**src/verilog/mandel_config.svh**
```systemverilog
/*
 * Mandelbrot renderer build constants.
 * PE count, datapath widths and fixed-point format.
 */

`ifndef MANDEL_CONFIG_SVH
`define MANDEL_CONFIG_SVH

// Processing elements working on one row group.
`define NUM_PE        4
`define DEPTH_W       32

// Sign-magnitude fixed point, magnitude part.
`define FIX_MAG_W     32
`define FIX_INT_BITS  3
`define FIX_FRAC_BITS (`FIX_MAG_W - `FIX_INT_BITS)

// Configuration word, eight doubles.
`define CFG_W         512
`define CFG_FIELD_W   64

`endif

```
**src/verilog/frame_pkg.sv**
```systemverilog
/*
 * Frame-level types for the Mandelbrot renderer.
 * Depth, pixel index, config word and run state.
 */

`include "mandel_config.svh"

package frame_pkg;

   // Iteration count of one pixel.
   typedef logic [`DEPTH_W-1:0] depth_t;

   // Column or row index, same width as depth.
   typedef logic [`DEPTH_W-1:0] pix_idx_t;

   // Raw configuration word.
   // Doubles from the bottom: min x, min y, step x, step y,
   // width, height, max depth, unused.
   typedef logic [`CFG_W-1:0] cfg_word_t;

   // Frame scan state.
   typedef enum logic {
      FRAME_IDLE,
      FRAME_RUN
   } frame_state_t;

endpackage

```
**src/verilog/frame_sequencer.sv**
```systemverilog
/*
 * Frame sequencer.
 * Run FSM with column-group and row scan counters.
 */

`timescale 1ns/1ps

`include "mandel_config.svh"

module frame_sequencer
   import frame_pkg::*;
(
   input  logic     clk,
   input  logic     reset,
   input  logic     start,
   input  logic     group_done,
   input  pix_idx_t size_x,
   input  pix_idx_t size_y,
   output pix_idx_t col_base,
   output pix_idx_t row,
   output logic     scan_clear
);

   frame_state_t state;
   logic         col_wrap;
   logic         row_wrap;
   logic         last_group;

   // ====================
   // Scan position
   // ====================

   // Last column group of the row.
   assign col_wrap   = (col_base + `NUM_PE) >= size_x;
   // Last row of the frame.
   assign row_wrap   = (row + 1'b1) >= size_y;
   assign last_group = col_wrap && row_wrap;

   // PEs hold depth at zero outside a frame.
   assign scan_clear = (state != FRAME_RUN);

   // ====================
   // FSM and counters
   // ====================

   always_ff @(posedge clk) begin
      if (reset) begin
         state    <= FRAME_IDLE;
         col_base <= '0;
         row      <= '0;
      end else begin
         unique case (state)
            FRAME_IDLE: begin
               col_base <= '0;
               row      <= '0;
               if (start) begin
                  state <= FRAME_RUN;
               end
            end
            FRAME_RUN: begin
               if (group_done) begin
                  if (last_group) begin
                     // Frame finished.
                     state    <= FRAME_IDLE;
                     col_base <= '0;
                     row      <= '0;
                  end else if (col_wrap) begin
                     col_base <= '0;
                     row      <= row + 1'b1;
                  end else begin
                     col_base <= col_base + `NUM_PE;
                  end
               end
            end
            default: state <= FRAME_IDLE;
         endcase
      end
   end

endmodule

```
**config.mk**
```make
export PLATFORM = sky130hd
export DESIGN_NAME = frame_sequencer
export DESIGN_NICKNAME = d
export VERILOG_FILES = /design/src/verilog/frame_pkg.sv /design/src/verilog/frame_sequencer.sv
export VERILOG_INCLUDE_DIRS = /design/src /design/src/verilog
export SDC_FILE = /design/constraint.sdc
export NUM_CORES = 1
export LEC_CHECK = 0
export CAP_MARGIN = 0
export CELL_PAD_IN_SITES_DETAIL_PLACEMENT = 0
export CELL_PAD_IN_SITES_GLOBAL_PLACEMENT = 1
export CORE_MARGIN = 8
export CORE_UTILIZATION = 23
export DETAILED_ROUTE_END_ITERATION = 6
export DONT_BUFFER_PORTS = 1
export PLACE_DENSITY_LB_ADDON = 0.1
export SLEW_MARGIN = 20
export SYNTH_ARGS = -nofsm -noshare
export SYNTH_HDL_FRONTEND = slang
export SYNTH_SLANG_ARGS = --single-unit
```
**constraint.sdc**
```tcl
create_clock -name clk -period 3.7 [get_ports clk]
set_input_delay 0.555 -clock clk [delete_from_list [all_inputs] [get_ports clk]]
set_output_delay 0.555 -clock clk [all_outputs]
set_load 0.02 [all_outputs]
```
Yosys cells after proc, flatten, opt, wreduce, memory -nomap -nowiden --
Index checks and enable logic that the tools add are counted.
Word-level totals: register bits 65, input bits 68, output and inout bits 65, word-level logic and storage cells 24
Operators by class: reductions and logical operators 2, bitwise gates (word level) 1, $add $sub $neg 2, muxes and demuxes 12, order comparisons 2, eq/ne operators 2
Operators by type and width (number):
- two-way mux 32 bit | 6
- case mux 32 bit (2 select lines) | 2
- >= comparator 32 bit | 2
- adder 32 x 1 -> 32 bit, second input constant | 1
- adder 32 x 3 -> 32 bit, second input constant | 1
- two-way mux 1 bit | 3
- inequality test 3 x 1 -> 1 bit, second input constant | 1
- inequality test 2 bit, second input constant | 1
- case mux 1 bit (2 select lines) | 1
- AND reduction 2 bit | 1
- logical AND 1 bit | 1
- inverter 1 bit | 1

Depth between registers and ports, before layout --
depth after elaboration 6, mapped depth 18, mapped depth without buffers 15

Worst setup path before layout --
Ideal clock, no wire load.
path kind flip-flop to flip-flop, start point register col_base[3], end point register row[11], arrival time 3.977 ns, path buffers 1, period minus slack after synthesis 4.094 ns, data required time 3.583 ns, cell stages (with the launch flop) 17, setup slack -0.394 ns, library setup time 0.117 ns, cell sequence dfxtp_1 > ha_1 > and3_1 > nand4_1 > nor3_1 > nand2_1 > and2_1 > or2_2 > ha_1 > nand2_1 > o21ai_0 > a2111oi_0 > a21oi_1 > nor2_1 > nor3_4 > buf_6 > a22o_2
On the way: cells in the longest elaborated chain, start to end 6, elaborated cells between the ends (all ways) 8, classes of those cells add/sub (1); order compare (1); eq/ne (1); mux (3); reduce/logical (2)
RTL lines:
- from (decl) | line frame_sequencer.sv:19 | output pix_idx_t col_base,
- from (signal assigned) | line frame_sequencer.sv:71 | col_base <= col_base + `NUM_PE;
- adder 32 x 3 -> 32 bit (no source line) (*)
- >= comparator 32 bit (*) | line frame_sequencer.sv:34 | assign col_wrap = (col_base + `NUM_PE) >= size_x;
- logical AND 1 bit | line frame_sequencer.sv:37 | assign last_group = col_wrap && row_wrap;
- two-way mux 32 bit | line frame_sequencer.sv:62 | if (last_group) begin
- two-way mux 32 bit | line frame_sequencer.sv:61 | if (group_done) begin
- case mux 32 bit (2 select lines) | line frame_sequencer.sv:52 | unique case (state)
- to (signal assigned) | line frame_sequencer.sv:69 | row <= row + 1'b1;
- to (decl) | line frame_sequencer.sv:20 | output pix_idx_t row,
Every way passes the cells marked *; elsewhere a longest branch is shown, timed or not. The select of a mux whose other input is x is not followed. A chain may end at the register's enable or synchronous reset.

Worst setup path in the final report --
start point register row[9], end point register row[5]
On the way: cells in the longest elaborated chain, start to end 6, elaborated cells between the ends (all ways) 8, classes of those cells add/sub (1); order compare (1); eq/ne (1); mux (3); reduce/logical (2)
RTL lines:
- adder 32 x 1 -> 32 bit (*) | line frame_sequencer.sv:36 | assign row_wrap = (row + 1'b1) >= size_y;
- >= comparator 32 bit (*) | line frame_sequencer.sv:36
- logical AND 1 bit (*) | line frame_sequencer.sv:37
- two-way mux 32 bit | line frame_sequencer.sv:62
- two-way mux 32 bit | line frame_sequencer.sv:61
- case mux 32 bit (2 select lines) | line frame_sequencer.sv:52
Marked as above.

==> results.md <==
- Clock buffer depth: 2
- Initial antenna violation count: 2
- Max capacitance violation total: 0
- Inst Count DP: 1076
- Synth area leaders: dfxtp_1, ha_1, xnor2_1
- Final setup viols: 16
- PortBufs: 0
- Routed vias: 5406
- Post-CTS Hold Buffers: 0
- Worst hold path stage count: 1
- Clk sink count: 63
- Worst r2r dst: row[5]
- FFs w/ async S/R, synth: 0%
- Ys Warns: 0
- DR iter-0 viols: 211
- Relative slew slack: 51.1%
- Worst R2R Start: row[9]
- Layout cell share with drive strength beyond 1: 41.6%
- Overall Global Routing Usage: 14.7%
- Number of synthesized flops with an enable pin: 0
- Critical path arrival: 4.05 ns
- Final Hold Fails: 0
- Critical-path cell list: nand4_1 > nor4_4 > buf_4 > and4_4 > buf_6 > xor2_1 > ha_1 > a21o_1 > a221o_1 > a2111o_1 > or2_4 > buf_6 > or3_4 > o21ai_2
- Post-synthesis sequential area ratio: 24.7%
- Cell with the most instances after synthesis: inv_1
- Largest net degree at the start of global routing: 56
- CP most frequent cell: buf_6
- Clock-pin transition on the worst setup and hold timing paths: 0.05 ns
- Status: complete, but fails checks
- Dpl ws: -0.531 ns
- CP required: 3.97 ns
- Mean area per synthesized cell: 7.87 um2
- Vias in the first global route: 5500
- Synth Cell Area: 5100 um2
- Die H: 165 um
- Leakage: 3.82 nW
- Clock Skews: 0.0114 ns
- # IOs: 133
- Prevailing post-synth register cell: dfxtp_1
- Cell Pwr Density: 231 nW/um2
- Dpl hpwl: 15.5 mm
- Crit path kind: register to register
- Switching share of power: 26.4%
- Reg2reg setup slack: -0.08 ns
- H-Tree Depth: 3
- VDD IR-drop max: 0.000188 V
- Synthesized flop and latch total: 63
- Avg WL per Cell: 18.2 um
- Max Slew Vio Count: 0
- Final setup margin: -0.0832 ns
- Endpoint of the worst hold path: row[3]
- Least-Margin Pin Slew: 0.732 ns
- Root buffer cell: clkbuf_16
- Slowest cell on crit path: a2111o_1
- Layout Nets: 976
- Final worst-path cycle share: 102%
- CP Max Fanout: 5
- Die area: 27200 um2
- Min-delay src: reset
- Share of power burned in registers: 36.7%
- Final min period: 3.78 ns
- Worst reg-to-reg path cell count: 14
- Layout area overhead: 58.3%
- P_sw: 0.492 mW
- Power Internal: 1.37 mW
- HP Class: input port to register
- Clock Power Share: 49.1%
- Final GP Congestion: 0.835
- Unrepaired setup endpoints after global routing: true
- Global-route wire length before repair: 30.7 mm
- Clk_lat worst skew: 0.34 ns
- Fmax: 0.264 GHz
- TNS Setup: -0.522 ns
- Failing checks: negative setup slack
- Mapped Cells: 649
- Non-filler cells, final: 1130
- Area leader, netlist: dfxtp_1
- Die Span X: 165 um
- CTS tree: yes
- Post-synth top cells: inv_1, ha_1, dfxtp_1
- Worst setup EP type: register
- Via/cell ratio: 4.78
- Core box area: 21800 um2
- DRC Markers: 0
- Antenna-violating nets left: 0
- Num CTS Buffers: 9
- Total grt overflow: 0
- Std cell rows: 54
- Synth unique cells: 64
- Initial core utilization: 23.4%
- Total Wirelength: 20.5 mm
- CP Launch Type: register
- Power share of the combinational group: 14.3%
- Largest stage delay on the critical path: 0.43 ns
- Area share of the largest cell type after synthesis: 24.7%
- Drt first pass iters: 4
==> critical path, delay by kind of cell (launching register included) <==
kind,cells,cell delay (ns)
DFF,1,0.34
xor gates and xnor gates,1,0.16
AOI/OAI and AO/OA,4,1.06
buffers and inverters,3,0.44
adders and majority gates,1,0.26
and+or+nand+nor,5,1.44
==> through the flow <==
step	hold WS [ns]	area (um2)	utilization, %	total power [mW]
after floorplan	0.508	5190	-	0.816
after global placement	0.489	6730	30.8	0.888
after detailed placement	0.503	6730	30.8	0.890
after CTS	0.278	7470	34.2	1.84
after global routing	0.282	8080	37.0	1.94
final	0.322	8080	37.0	1.86
==> layout make-up <==
type / count / area, um2
well taps: 280 / 350
clock buffers: 13 / 270
fillers: 2285 / 13700
clock inverters: 3 / 40.0
flip-flops and latches: 63 / 1280
multi-input cells: 488 / 4120
inverters: 72 / 270
diodes: 1 / 2.50
repair buffers: 210 / 1750
==> placed cells by master (no fill, tap or decap), drive strengths merged, types with 15 or more instances in the layout <==
master	count
nand3	24
inv	71
nor3	16
nand2	51
clkbuf	15
nand4	26
a21oi	37
ha	64
xor2	17
dfxtp	63
xnor2	33
buf	208
o21ai	25
nor2	51
a22oi	24
==> power groups by stage <==
stage	combinational, mW	clock [mW]	sequential, mW
3_3_place_gp	0.190	0	0.698
6_report	0.266	0.914	0.683
2_1_floorplan	0.116	0	0.701
4_1_cts	0.221	0.939	0.683
3_5_place_dp	0.192	0	0.698
5_1_grt	0.290	0.970	0.683
==> sequential cells by signal, summed over array words and instances, names as in the netlist <==
name and flops:
col_base 30, row 32, state 1
==> what timing repair did <==
action                     in CTS  in global routing
pin swaps                      31                 35
resized for setup              63                 86
setup buffers                  20                 17
setup endpoints to repair      63                 63
cloned                          0                  3
==> metal layers <==
metal	part of all wire (%)	wire length [um]	up-vias	GRT usage [%]
met5	0.058	12	-	0
met4	1.6	335	2	5.45
met3	5.3	1090	21	3.64
met2	46	9360	103	22.8
met1	47	9720	2564	19.2
li1	-	-	2716	-
==> logic make-up (layout without fill, tap and decap cells) <==
group / count (synthesis) / after routing / synth area share [%]
fa+ha+maj: 64 / 64 / 15.7
buf+inv: 99 / 298 / 7.99
other cells: 1 / 3 / 0.0735
mux: 1 / 1 / 0.196
flops: 63 / 63 / 24.7
xor+xnor: 50 / 50 / 8.58
compound gates: 139 / 139 / 18.8
simple gates: 232 / 232 / 24.0
==> worst max path at each step <==
stage | slack, ns | to | cells past startpoint | startpoint
2_1_floorplan | -0.08 | row[11] | 15 | row[9]
3_3_place_gp | -0.53 | row[6] | 17 | col_base[2]
3_5_place_dp | -0.53 | row[7] | 17 | col_base[2]
4_1_cts | -0.06 | row[31] | 16 | row[9]
5_1_grt | -0.25 | row[31] | 16 | row[9]
6_report | -0.08 | row[5] | 14 | row[9]
Note: power is estimated with default switching activity, not from simulation.
