===== config.mk =====
export PLATFORM = sky130hd
export DESIGN_NAME = view_config
export DESIGN_NICKNAME = d
export VERILOG_FILES = /design/src/verilog/fixed_pkg.sv /design/src/verilog/frame_pkg.sv /design/src/verilog/view_config.sv
export VERILOG_INCLUDE_DIRS = /design/src /design/src/verilog
export SDC_FILE = /design/constraint.sdc
export NUM_CORES = 1
export LEC_CHECK = 0
export BUFFER_PORTS_ARGS = -buffer_cell sky130_fd_sc_hd__buf_2
export CAP_MARGIN = 20
export CORE_AREA = 2 2 289 291
export DETAILED_ROUTE_END_ITERATION = 8
export DIE_AREA = 0 0 291 293
export PLACE_DENSITY = 0.49
export SKIP_LAST_GASP = 1
export SLEW_MARGIN = 25
export SYNTH_ARGS = -nofsm -noshare
export SYNTH_HDL_FRONTEND = slang
export SYNTH_SLANG_ARGS = --single-unit

===== constraint.sdc =====
create_clock -name clk -period 3.6 [get_ports clk]
set_clock_uncertainty 0.15 [all_clocks]
set_input_delay 0.36 -clock clk [delete_from_list [all_inputs] [get_ports clk]]
set_output_delay 0.36 -clock clk [all_outputs]
set_load 0.01 [all_outputs]

===== src/verilog/mandel_config.svh =====
/*
 * Mandelbrot renderer build constants.
 * PE count, datapath widths and fixed-point format.
 */

`ifndef MANDEL_CONFIG_SVH
`define MANDEL_CONFIG_SVH

// Processing elements working on one row group.
`define NUM_PE        4
`define DEPTH_W       32

// Sign-magnitude fixed point, magnitude part.
`define FIX_MAG_W     32
`define FIX_INT_BITS  3
`define FIX_FRAC_BITS (`FIX_MAG_W - `FIX_INT_BITS)

// Configuration word, eight doubles.
`define CFG_W         512
`define CFG_FIELD_W   64

`endif


===== src/verilog/fixed_pkg.sv =====
/*
 * Fixed-point arithmetic for the Mandelbrot datapath.
 * Sign-magnitude values with 3 integer and 29 fraction bits.
 */

`include "mandel_config.svh"

package fixed_pkg;

   typedef logic [`FIX_MAG_W:0]     fixed_t;
   typedef logic [`FIX_MAG_W-1:0]   fixed_mag_t;
   typedef logic [`CFG_FIELD_W-1:0] double_t;

   // 4.0, the escape radius squared.
   localparam fixed_t FIX_FOUR = {1'b0, fixed_mag_t'(4) << `FIX_FRAC_BITS};

   // Multiply. Top integer bits and low fraction bits fall off.
   function automatic fixed_t fixed_mul(input fixed_t v1, input fixed_t v2);
      logic [2*`FIX_MAG_W-1:0] prod;
      prod = v1[`FIX_MAG_W-1:0] * v2[`FIX_MAG_W-1:0];
      fixed_mul = {v1[`FIX_MAG_W] ^ v2[`FIX_MAG_W], prod[`FIX_FRAC_BITS +: `FIX_MAG_W]};
   endfunction

   // Sign-magnitude to ones' complement.
   // The +1 of a true twos' complement is below the LSB weight, so skipped.
   // Same mapping works in both directions.
   function automatic fixed_t fixed_sign_conv(input fixed_t f);
      fixed_sign_conv = f[`FIX_MAG_W] ? {1'b1, ~f[`FIX_MAG_W-1:0]} : f;
   endfunction

   // v1 + v2, or v1 - v2 when sub is set.
   function automatic fixed_t fixed_add(input fixed_t v1, input fixed_t v2, input logic sub);
      fixed_t sum;
      sum = fixed_sign_conv(v1) +
            fixed_sign_conv({v2[`FIX_MAG_W] ^ sub, v2[`FIX_MAG_W-1:0]});
      fixed_add = fixed_sign_conv(sum);
   endfunction

   // IEEE double to fixed.
   // Hidden one plus top mantissa bits, shifted by the unbiased exponent.
   function automatic fixed_t real_to_fixed(input double_t d);
      fixed_mag_t mant;
      int         shift;
      mant  = {1'b1, d[51 -: `FIX_MAG_W-1]};
      shift = 1023 + `FIX_INT_BITS - 1 - int'(d[62:52]);
      if (d[62:52] == '0) begin
         // Zero and denormals.
         real_to_fixed = {d[63], {`FIX_MAG_W{1'b0}}};
      end else if (shift < 0) begin
         // Out of range, clamp to largest magnitude.
         real_to_fixed = {d[63], {`FIX_MAG_W{1'b1}}};
      end else begin
         real_to_fixed = {d[63], mant >> shift};
      end
   endfunction

endpackage


===== src/verilog/frame_pkg.sv =====
/*
 * Frame-level types for the Mandelbrot renderer.
 * Depth, pixel index, config word and run state.
 */

`include "mandel_config.svh"

package frame_pkg;

   // Iteration count of one pixel.
   typedef logic [`DEPTH_W-1:0] depth_t;

   // Column or row index, same width as depth.
   typedef logic [`DEPTH_W-1:0] pix_idx_t;

   // Raw configuration word.
   // Doubles from the bottom: min x, min y, step x, step y,
   // width, height, max depth, unused.
   typedef logic [`CFG_W-1:0] cfg_word_t;

   // Frame scan state.
   typedef enum logic {
      FRAME_IDLE,
      FRAME_RUN
   } frame_state_t;

endpackage


===== src/verilog/view_config.sv =====
/*
 * View configuration register.
 * Splits the config word and holds view, size and max depth.
 */

`timescale 1ns/1ps

`include "mandel_config.svh"

module view_config
   import fixed_pkg::*, frame_pkg::*;
(
   input  logic      clk,
   input  logic      reset,
   input  logic      s_tvalid,
   input  cfg_word_t s_tdata,
   output fixed_t    min_x,
   output fixed_t    min_y,
   output fixed_t    step_x,
   output fixed_t    step_y,
   output pix_idx_t  size_x,
   output pix_idx_t  size_y,
   output depth_t    max_depth
);

   double_t f_min_x, f_min_y, f_step_x, f_step_y;
   double_t f_size_x, f_size_y, f_depth;

   // Field split. Top field is unused.
   assign f_min_x  = s_tdata[0*`CFG_FIELD_W +: `CFG_FIELD_W];
   assign f_min_y  = s_tdata[1*`CFG_FIELD_W +: `CFG_FIELD_W];
   assign f_step_x = s_tdata[2*`CFG_FIELD_W +: `CFG_FIELD_W];
   assign f_step_y = s_tdata[3*`CFG_FIELD_W +: `CFG_FIELD_W];
   assign f_size_x = s_tdata[4*`CFG_FIELD_W +: `CFG_FIELD_W];
   assign f_size_y = s_tdata[5*`CFG_FIELD_W +: `CFG_FIELD_W];
   assign f_depth  = s_tdata[6*`CFG_FIELD_W +: `CFG_FIELD_W];

   // Load on strobe; sizes and depth are plain integers in the low bits.
   always_ff @(posedge clk) begin
      if (reset) begin
         min_x     <= '0;
         min_y     <= '0;
         step_x    <= '0;
         step_y    <= '0;
         size_x    <= '0;
         size_y    <= '0;
         max_depth <= '0;
      end else if (s_tvalid) begin
         min_x     <= real_to_fixed(f_min_x);
         min_y     <= real_to_fixed(f_min_y);
         step_x    <= real_to_fixed(f_step_x);
         step_y    <= real_to_fixed(f_step_y);
         size_x    <= f_size_x[`DEPTH_W-1:0];
         size_y    <= f_size_y[`DEPTH_W-1:0];
         max_depth <= f_depth[`DEPTH_W-1:0];
      end
   end

endmodule


# Word-level counts from Yosys, hierarchy flattened
# Index checks and enable logic that the tools add are counted.
[word_totals]
reg_bits = 228
out_inout_bits = 228
elab_cells = 31
[op_classes]
addsub = 4
n_lt_le_gt_ge = 4
shift = 4
mux = 8
reduce_logical = 4
[op_table]
columns = ["op", "count"]
rows = [
  ["two-way mux 32 bit", 8],
  ["right shift 32 x 32 -> 32 bit", 4],
  ["less-than comparator 12 x 1 -> 1 bit (second input constant)", 4],
  ["subtractor 11 x 11 -> 12 bit (first input constant)", 4],
  ["logical NOT 11 bit", 4],
]

# Logic depth before layout (Yosys ltp)
# Gate-level depths: netlist (run 1).
[logic_depth]
ltp_word = 4
depth_mapped = 14
depth_no_buf = 8

# Worst setup path before layout (run 1)
# OpenSTA, ideal clock, no wires.
[synth_timing]
kind = "input to register"
from = "in s_tdata[181]"
to = "reg step_x[3]"
setup_ps = 95
t_arrival_ps = 3125
t_required_ps = 3355
slack_ps = 230
stages = 12
n_path_buf = 6
path_cell_list = "buf_2 > inv_1 > buf_2 > clkbuf_1 > ha_1 > buf_2 > buf_4 > buf_2 > a221oi_1 > o21ai_0 > o311a_1 > a221oi_1"
[synth_between]
elab_chain_cells = 4
word_cells_on_any_way = 6
[synth_rtl]
columns = ["item", "line", "source"]
rows = [
  ["start, declared", "view_config.sv:16", "input cfg_word_t s_tdata,"],
  ["subtractor 11 x 11 -> 12 bit", "fixed_pkg.sv:45", "shift = 1023 + `FIX_INT_BITS - 1 - int'(d[62:52]);"],
  ["less-than comparator 12 x 1 -> 1 bit or right shift 32 x 32 -> 32 bit (tied branches)", "fixed_pkg.sv:49, fixed_pkg.sv:53", ""],
  ["two-way mux 32 bit", "fixed_pkg.sv:49", "end else if (shift < 0) begin"],
  ["two-way mux 32 bit *", "fixed_pkg.sv:46", "if (d[62:52] == '0) begin"],
  ["end signal, assigned", "view_config.sv:51", "step_x <= real_to_fixed(f_step_x);"],
  ["end, declared", "view_config.sv:19", "output fixed_t step_x,"],
]
# Mark *: on every way between the ends. The rest lies on a longest branch, timed or not.
# A chain may end at the register's enable or synchronous reset.

# Final worst setup path (run 1)
[layout_timing]
from = "in s_tdata[246]"
to = "reg step_y[12]"
[layout_between]
elab_chain_cells = 4
word_cells_on_any_way = 6
[layout_rtl]
columns = ["item", "line", "source"]
rows = [
  ["subtractor 11 x 11 -> 12 bit", "fixed_pkg.sv:45", ""],
  ["less-than comparator 12 x 1 -> 1 bit or right shift 32 x 32 -> 32 bit (tied branches)", "fixed_pkg.sv:49, fixed_pkg.sv:53", ""],
  ["two-way mux 32 bit", "fixed_pkg.sv:49", ""],
  ["two-way mux 32 bit *", "fixed_pkg.sv:46", ""],
  ["end signal, assigned", "view_config.sv:52", "step_y <= real_to_fixed(f_step_y);"],
  ["end, declared", "view_config.sv:20", "output fixed_t step_y,"],
]
# Marked as above.

==> flow_summary.ini, run 1 <==
[run_status]
status = finished, final reports clean

[clocking]
cts_tree = done
numCtsBuffers = 31
clk_pin_slew_ns = 0.06
cts_resized = 0
clockBufferDepth = 3
numClockSinks = 228
insertion_delay_ns = 0.59
root_buffer = clkbuf_16
htree_num_levels = 1

[global_routing]
grtUsageTotal_pct = 16.9
antenna_found_initial = 9
grt_max_degree = 114
grt_overflow = 0
grt_pass1_wl_um = 112000
grt_pass1_vias = 17200

[route]
routed_wl_um = 76300
drt_pre_antenna_iters = 6
wl_met3_um = 6300
vias_per_cell = 4.96
wire_per_inst_um = 21.3
drc_errors = 0
final_antenna_net_count = 0
top_layer_used = met5
dr_wl_met2_um = 34700
vias = 17800
met1_length_um = 33300
drt-initial-drc-count = 1535

[pwr]
clkPwrFrac_pct = 40.8
powerDensity_mw_per_mm2 = 385
vdd_ir_drop_max_uv = 350
swShare_pct = 32.1
intPower_uw = 5900
pwr-share-seq_pct = 31.9
p_comb_share_pct = 27.3
p_leak_uw = 0.00967
p_sw_uw = 2790

[yosys]
async_flop_share_pct = 0
yosysTopAreaCellShare_pct = 27.7
ys_warn_count = 0
postSynthAreaPerCell_sq_um = 8.55
syn_nets = 2448
ys.flop_type = dfxtp_1
synth_top_area_cell = dfxtp_1
synth_edf_count = 0
netlist-cell-type-count = 85
synth_area_leaders = dfxtp_1 (28%), mux2i_1 (13%), mux4_2 (7.0%)
syn_inst = 1929
ys_top_cells_by_count = nor2_1 (233), dfxtp_1 (228), mux2i_1 (215), nand2_1 (156), o21ai_0 (110)
post-synth-top-count-cell = nor2_1
yosysSeqAreaShare_pct = 27.7
synth-seq-cells = 228
syn-cell-area_sq_mm = 0.0165

[setup_path]
critPathTopFamily = compound AO/OA/AOI/OAI gates
slowest_delay_ns = 0.60
crit_type = primary input to register
end_kind = register
start_kind = primary input
critPathBufInv = 2
cp_data_required_time_ns = 3.91
critPathSlowestCell = o41ai_1
cp_data_arrival_time_ns = 2.96
path_max_fanout = 16
crit_chain = buf_2 > or3_1 > o311a_4 > o21ai_2 > nor3_1 > o41ai_1 > buf_4 > a21oi_1

[die]
core_area_sq_mm = 0.0818
num_io_pins = 743
start_util_pct = 20.1
die-area_sq_mm = 0.0853
rows = 105
die_w_um = 291
die_height_um = 293

[placement]
place_congestion = 0.929
hpwl_um = 59300
io_buffers = 498

[sta]
max_slew_margin_pct = 34.5
worst_pin_slew_ns = 0.978
fin_crit_ns = 2.66
fmax_mhz = 377
period_share_pct = 73.8
report.final.hold_viol_count = 0
rsz0062_at_grt = false
timing.setup.tns_ns = 0
finalSetupViolCount = 0
maxSlewViolCount = 0

[cells_and_area]
drive_gt1_share_pct = 32.0
fillers = 8889
final_util_pct = 27.6
final_nets = 3009
syn_to_final_growth_pct = 36.9

[job]
drv_cap = 0

[worst_hold_path]
holdCritPathClass = primary input to register
==> worst register-to-register path, stage by stage (launching register included) <==
cell           delay [ns]
dfxtp_1              0.47
mux2i_1              0.12
nor2_1               0.13
dlygate4sd3_1        0.56
==> state kept, by name, indices dropped and copies added (netlist names) <==
name and count:
min_x 33, step_x 33, max_depth 32, min_y 33, step_y 33, size_x 32, size_y 32
==> placed cells by master (no fill, tap or decap), drive strengths merged, types with 54 or more instances in the layout <==
cell type    instances
a21oi              101
buf                569
dfxtp              228
dlygate4sd3        117
mux2               100
mux2i              215
nand2              156
nor2               233
nor3                54
o21ai              117
==> layer usage <==
layer	GRT usage, %	up-vias
met2	27.4	663
met5	0	-
met4	4.02	4
met1	22.3	8575
li1	-	8446
met3	4.36	111
==> final timing paths <==
kind                            slack [ns]  cells after the start          from    endpoint
worst max-delay path                  0.94                      8  s_tdata[246]  step_y[12]
worst min-delay path                  0.04                      3      s_tvalid   step_y[8]
worst max register to register        2.12                      3    size_x[26]  size_x[26]
worst min register to register        0.29                      2     min_x[20]   min_x[20]
==> what timing repair did <==
item | 4_1_cts | 5_1_grt
hold endpoints to repair | 100 | 0
hold buffers | 117 | 0
setup buffers | 0 | 0
==> stage by stage <==
step / area (sq um) / setup slack [ns] / instances / hold WS [ns] / power, uW
finish: 22600 / 0.944 / 3587 / 0.0358 / 8680
floorplan: 16500 / 0.230 / 1929 / 0.317 / 4160
CTS: 22600 / 0.984 / 3584 / 0.00169 / 8770
global route: 22600 / 0.763 / 3585 / 0.0355 / 9060
detailed placement: 20200 / 0.362 / 3410 / 0.287 / 5060
global placement: 20200 / 0.278 / 3410 / 0.281 / 5070
==> power by group through the flow <==
stage	logic, uW	clock network, uW	registers [uW]
finish	2370	3540	2770
global route	2550	3720	2790
CTS	2360	3640	2770
detailed placement	2240	0	2820
global placement	2250	0	2820
floorplan	1290	0	2870
==> logic make-up after synthesis <==
group / synth area share, %
XOR/XNOR: 0.691
flip-flops: 27.7
buffers and inverters: 4.80
AO/OA/AOI/OAI: 23.1
multiplexers: 26.8
AND/OR/NAND/NOR: 16.5
adder cells (fa/ha/maj): 0.304
==> area by class of cell <==
cell class | instances | area (sq um) | share of cell area, %
inverter | 25 | 93.8 | 0.416
tap | 1070 | 1340 | 5.93
timing repair buffer | 686 | 4260 | 18.9
sequential | 228 | 4560 | 20.2
antenna | 3 | 7.51 | 0.0333
clock inverter | 19 | 323 | 1.43
clock buffer | 38 | 832 | 3.69
multi-input combinational | 1518 | 11200 | 49.4
Note: power is estimated with default switching activity, not from simulation.
==> run 2: changes to the inputs <==
==> constraint.sdc (replaced) <==
create_clock -name clk -period 2.8 [get_ports clk]
set_clock_uncertainty 0.15 [all_clocks]
set_input_delay 0.28 -clock clk [delete_from_list [all_inputs] [get_ports clk]]
set_output_delay 0.28 -clock clk [all_outputs]
set_load 0.01 [all_outputs]
==> flow_summary.ini, run 2 (synthesized netlist as in run 1, its figures left out) <==
[run_status]
status = finished, final reports clean

[route]
drt_pre_antenna_iters = 6
routed_wl_um = 75500
drt-initial-drc-count = 1490
met1_length_um = 33000
final_antenna_net_count = 0
vias_per_cell = 4.91
wl_met3_um = 5810
vias = 18000
wire_per_inst_um = 20.6
top_layer_used = met5
drc_errors = 0
dr_wl_met2_um = 34500

[die]
die-area_sq_mm = 0.0853
die_height_um = 293
rows = 105
num_io_pins = 743
core_area_sq_mm = 0.0818
die_w_um = 291
start_util_pct = 20.1

[clocking]
post-cts-setup-buffer-count = 0
numClockSinks = 228
insertion_delay_ns = 0.57
numCtsBuffers = 29
clk_pin_slew_ns = 0.07
htree_num_levels = 1
root_buffer = clkbuf_16
cts_tree = done
clockBufferDepth = 3

[sta]
finalSetupViolCount = 0
report.final.hold_viol_count = 0
hold_ws_ns = 0.0914
worst_pin_slew_ns = 1.03
timing.setup.tns_ns = 0
fin_crit_ns = 2.46
period_share_pct = 87.8
maxSlewViolCount = 0
max_slew_margin_pct = 31.1
fmax_mhz = 407
rsz0062_at_grt = false
timing.final.ws_setup_ns = 0.341

[global_routing]
antenna_found_initial = 3
grt_overflow = 0
grtUsageTotal_pct = 16.8
grt_pass1_vias = 17400
grt_max_degree = 111
grt_pass1_wl_um = 112000

[setup_path]
cp_data_required_time_ns = 3.12
cp_data_arrival_time_ns = 2.78
end_kind = register
start_kind = primary input
crit_type = primary input to register
path_max_fanout = 17

[cells_and_area]
final_util_pct = 28.3
syn_to_final_growth_pct = 40.6
final_common_cell = buf_2
drive_gt1_share_pct = 35.0
final_cell_mix = buf_2 (496), nor2_1 (231), dfxtp_1 (228), mux2i_1 (215), buf_4 (161)
final_nets = 3093

[pwr]
powerDensity_mw_per_mm2 = 470
p_leak_uw = 0.0101
vdd_ir_drop_max_uv = 359

[placement]
place_ws_ns = -0.201
io_buffers = 498
place_congestion = 0.960
hpwl_um = 59600

[worst_hold_path]
holdCritPathClass = primary input to register

[job]
drv_cap = 0
==> run 2: cell count changes in the layout (fill, tap and decap cells not counted), moves of 2 or more <==
cell,delta
buf_4,+93
dlygate4sd3_1,-15
buf_12,+8
clkbuf_1,-4
clkinv_2,+4
clkinvlp_4,-4
bufinv_16,-3
clkinv_4,+3
clkbuf_16,-2
==> run 2: per-stage QoR <==
stage / cell area, sq um / instances / power [uW]
6_report: 23200 / 3668 / 10900
5_1_grt: 23200 / 3667 / 11400
4_1_cts: 23200 / 3664 / 11000
3_5_place_dp: 21100 / 3510 / 6700
3_3_place_gp: 21100 / 3510 / 6710
2_1_floorplan: 16600 / 1929 / 5370
==> run 2: path summary, 6_finish.rpt <==
path                startpoint  cells past startpoint    endpoint  slack, ns
setup / recovery  s_tdata[181]                     10   step_x[5]       0.34
setup reg to reg     step_y[8]                      4   step_y[8]       1.54
hold / removal    s_tdata[117]                      4   min_y[12]       0.09
hold reg to reg     step_x[17]                      2  step_x[17]       0.30
==> run 2: cell type report <==
class,instances,area (sq um)
Inverter,25,95.1
Clock buffer,33,781
Fill cell,8825,58700
Antenna cell,3,7.51
Multi-Input combinational cell,1518,11200
Tap cell,1070,1340
Timing Repair Buffer,772,4960
Clock inverter,19,255
Sequential cell,228,4560
==> run 2: repair_timing <==
item | CTS | global route
gates resized for setup | 0 | 0
hold buffers | 102 | 0
endpoints found under the hold margin | 107 | 0
==> run 2: routing by layer <==
metal  up-vias  GRT usage [%]
li1       8615              -
met1      8613           22.2
met2       648           27.0
met3       114           4.32
met4         2           4.64
met5         -              0
==> run 2: power by group <==
group	leakage, uW	internal, uW	switching, uW
Sequential	0.00188	3440	123
Combinational	0.00766	1430	1800
Clock	0.000513	2470	1630
Total	0.0101	7340	3550
==> run 2: critical path, cell delays in order <==
cell	delay, ns
buf_2	0.13
inv_1	0.09
ha_4	0.42
mux2_2	0.38
mux2i_1	0.34
mux2_2	0.26
nor3_1	0.04
a2111oi_0	0.57
buf_4	0.21
o21ai_1	0.05
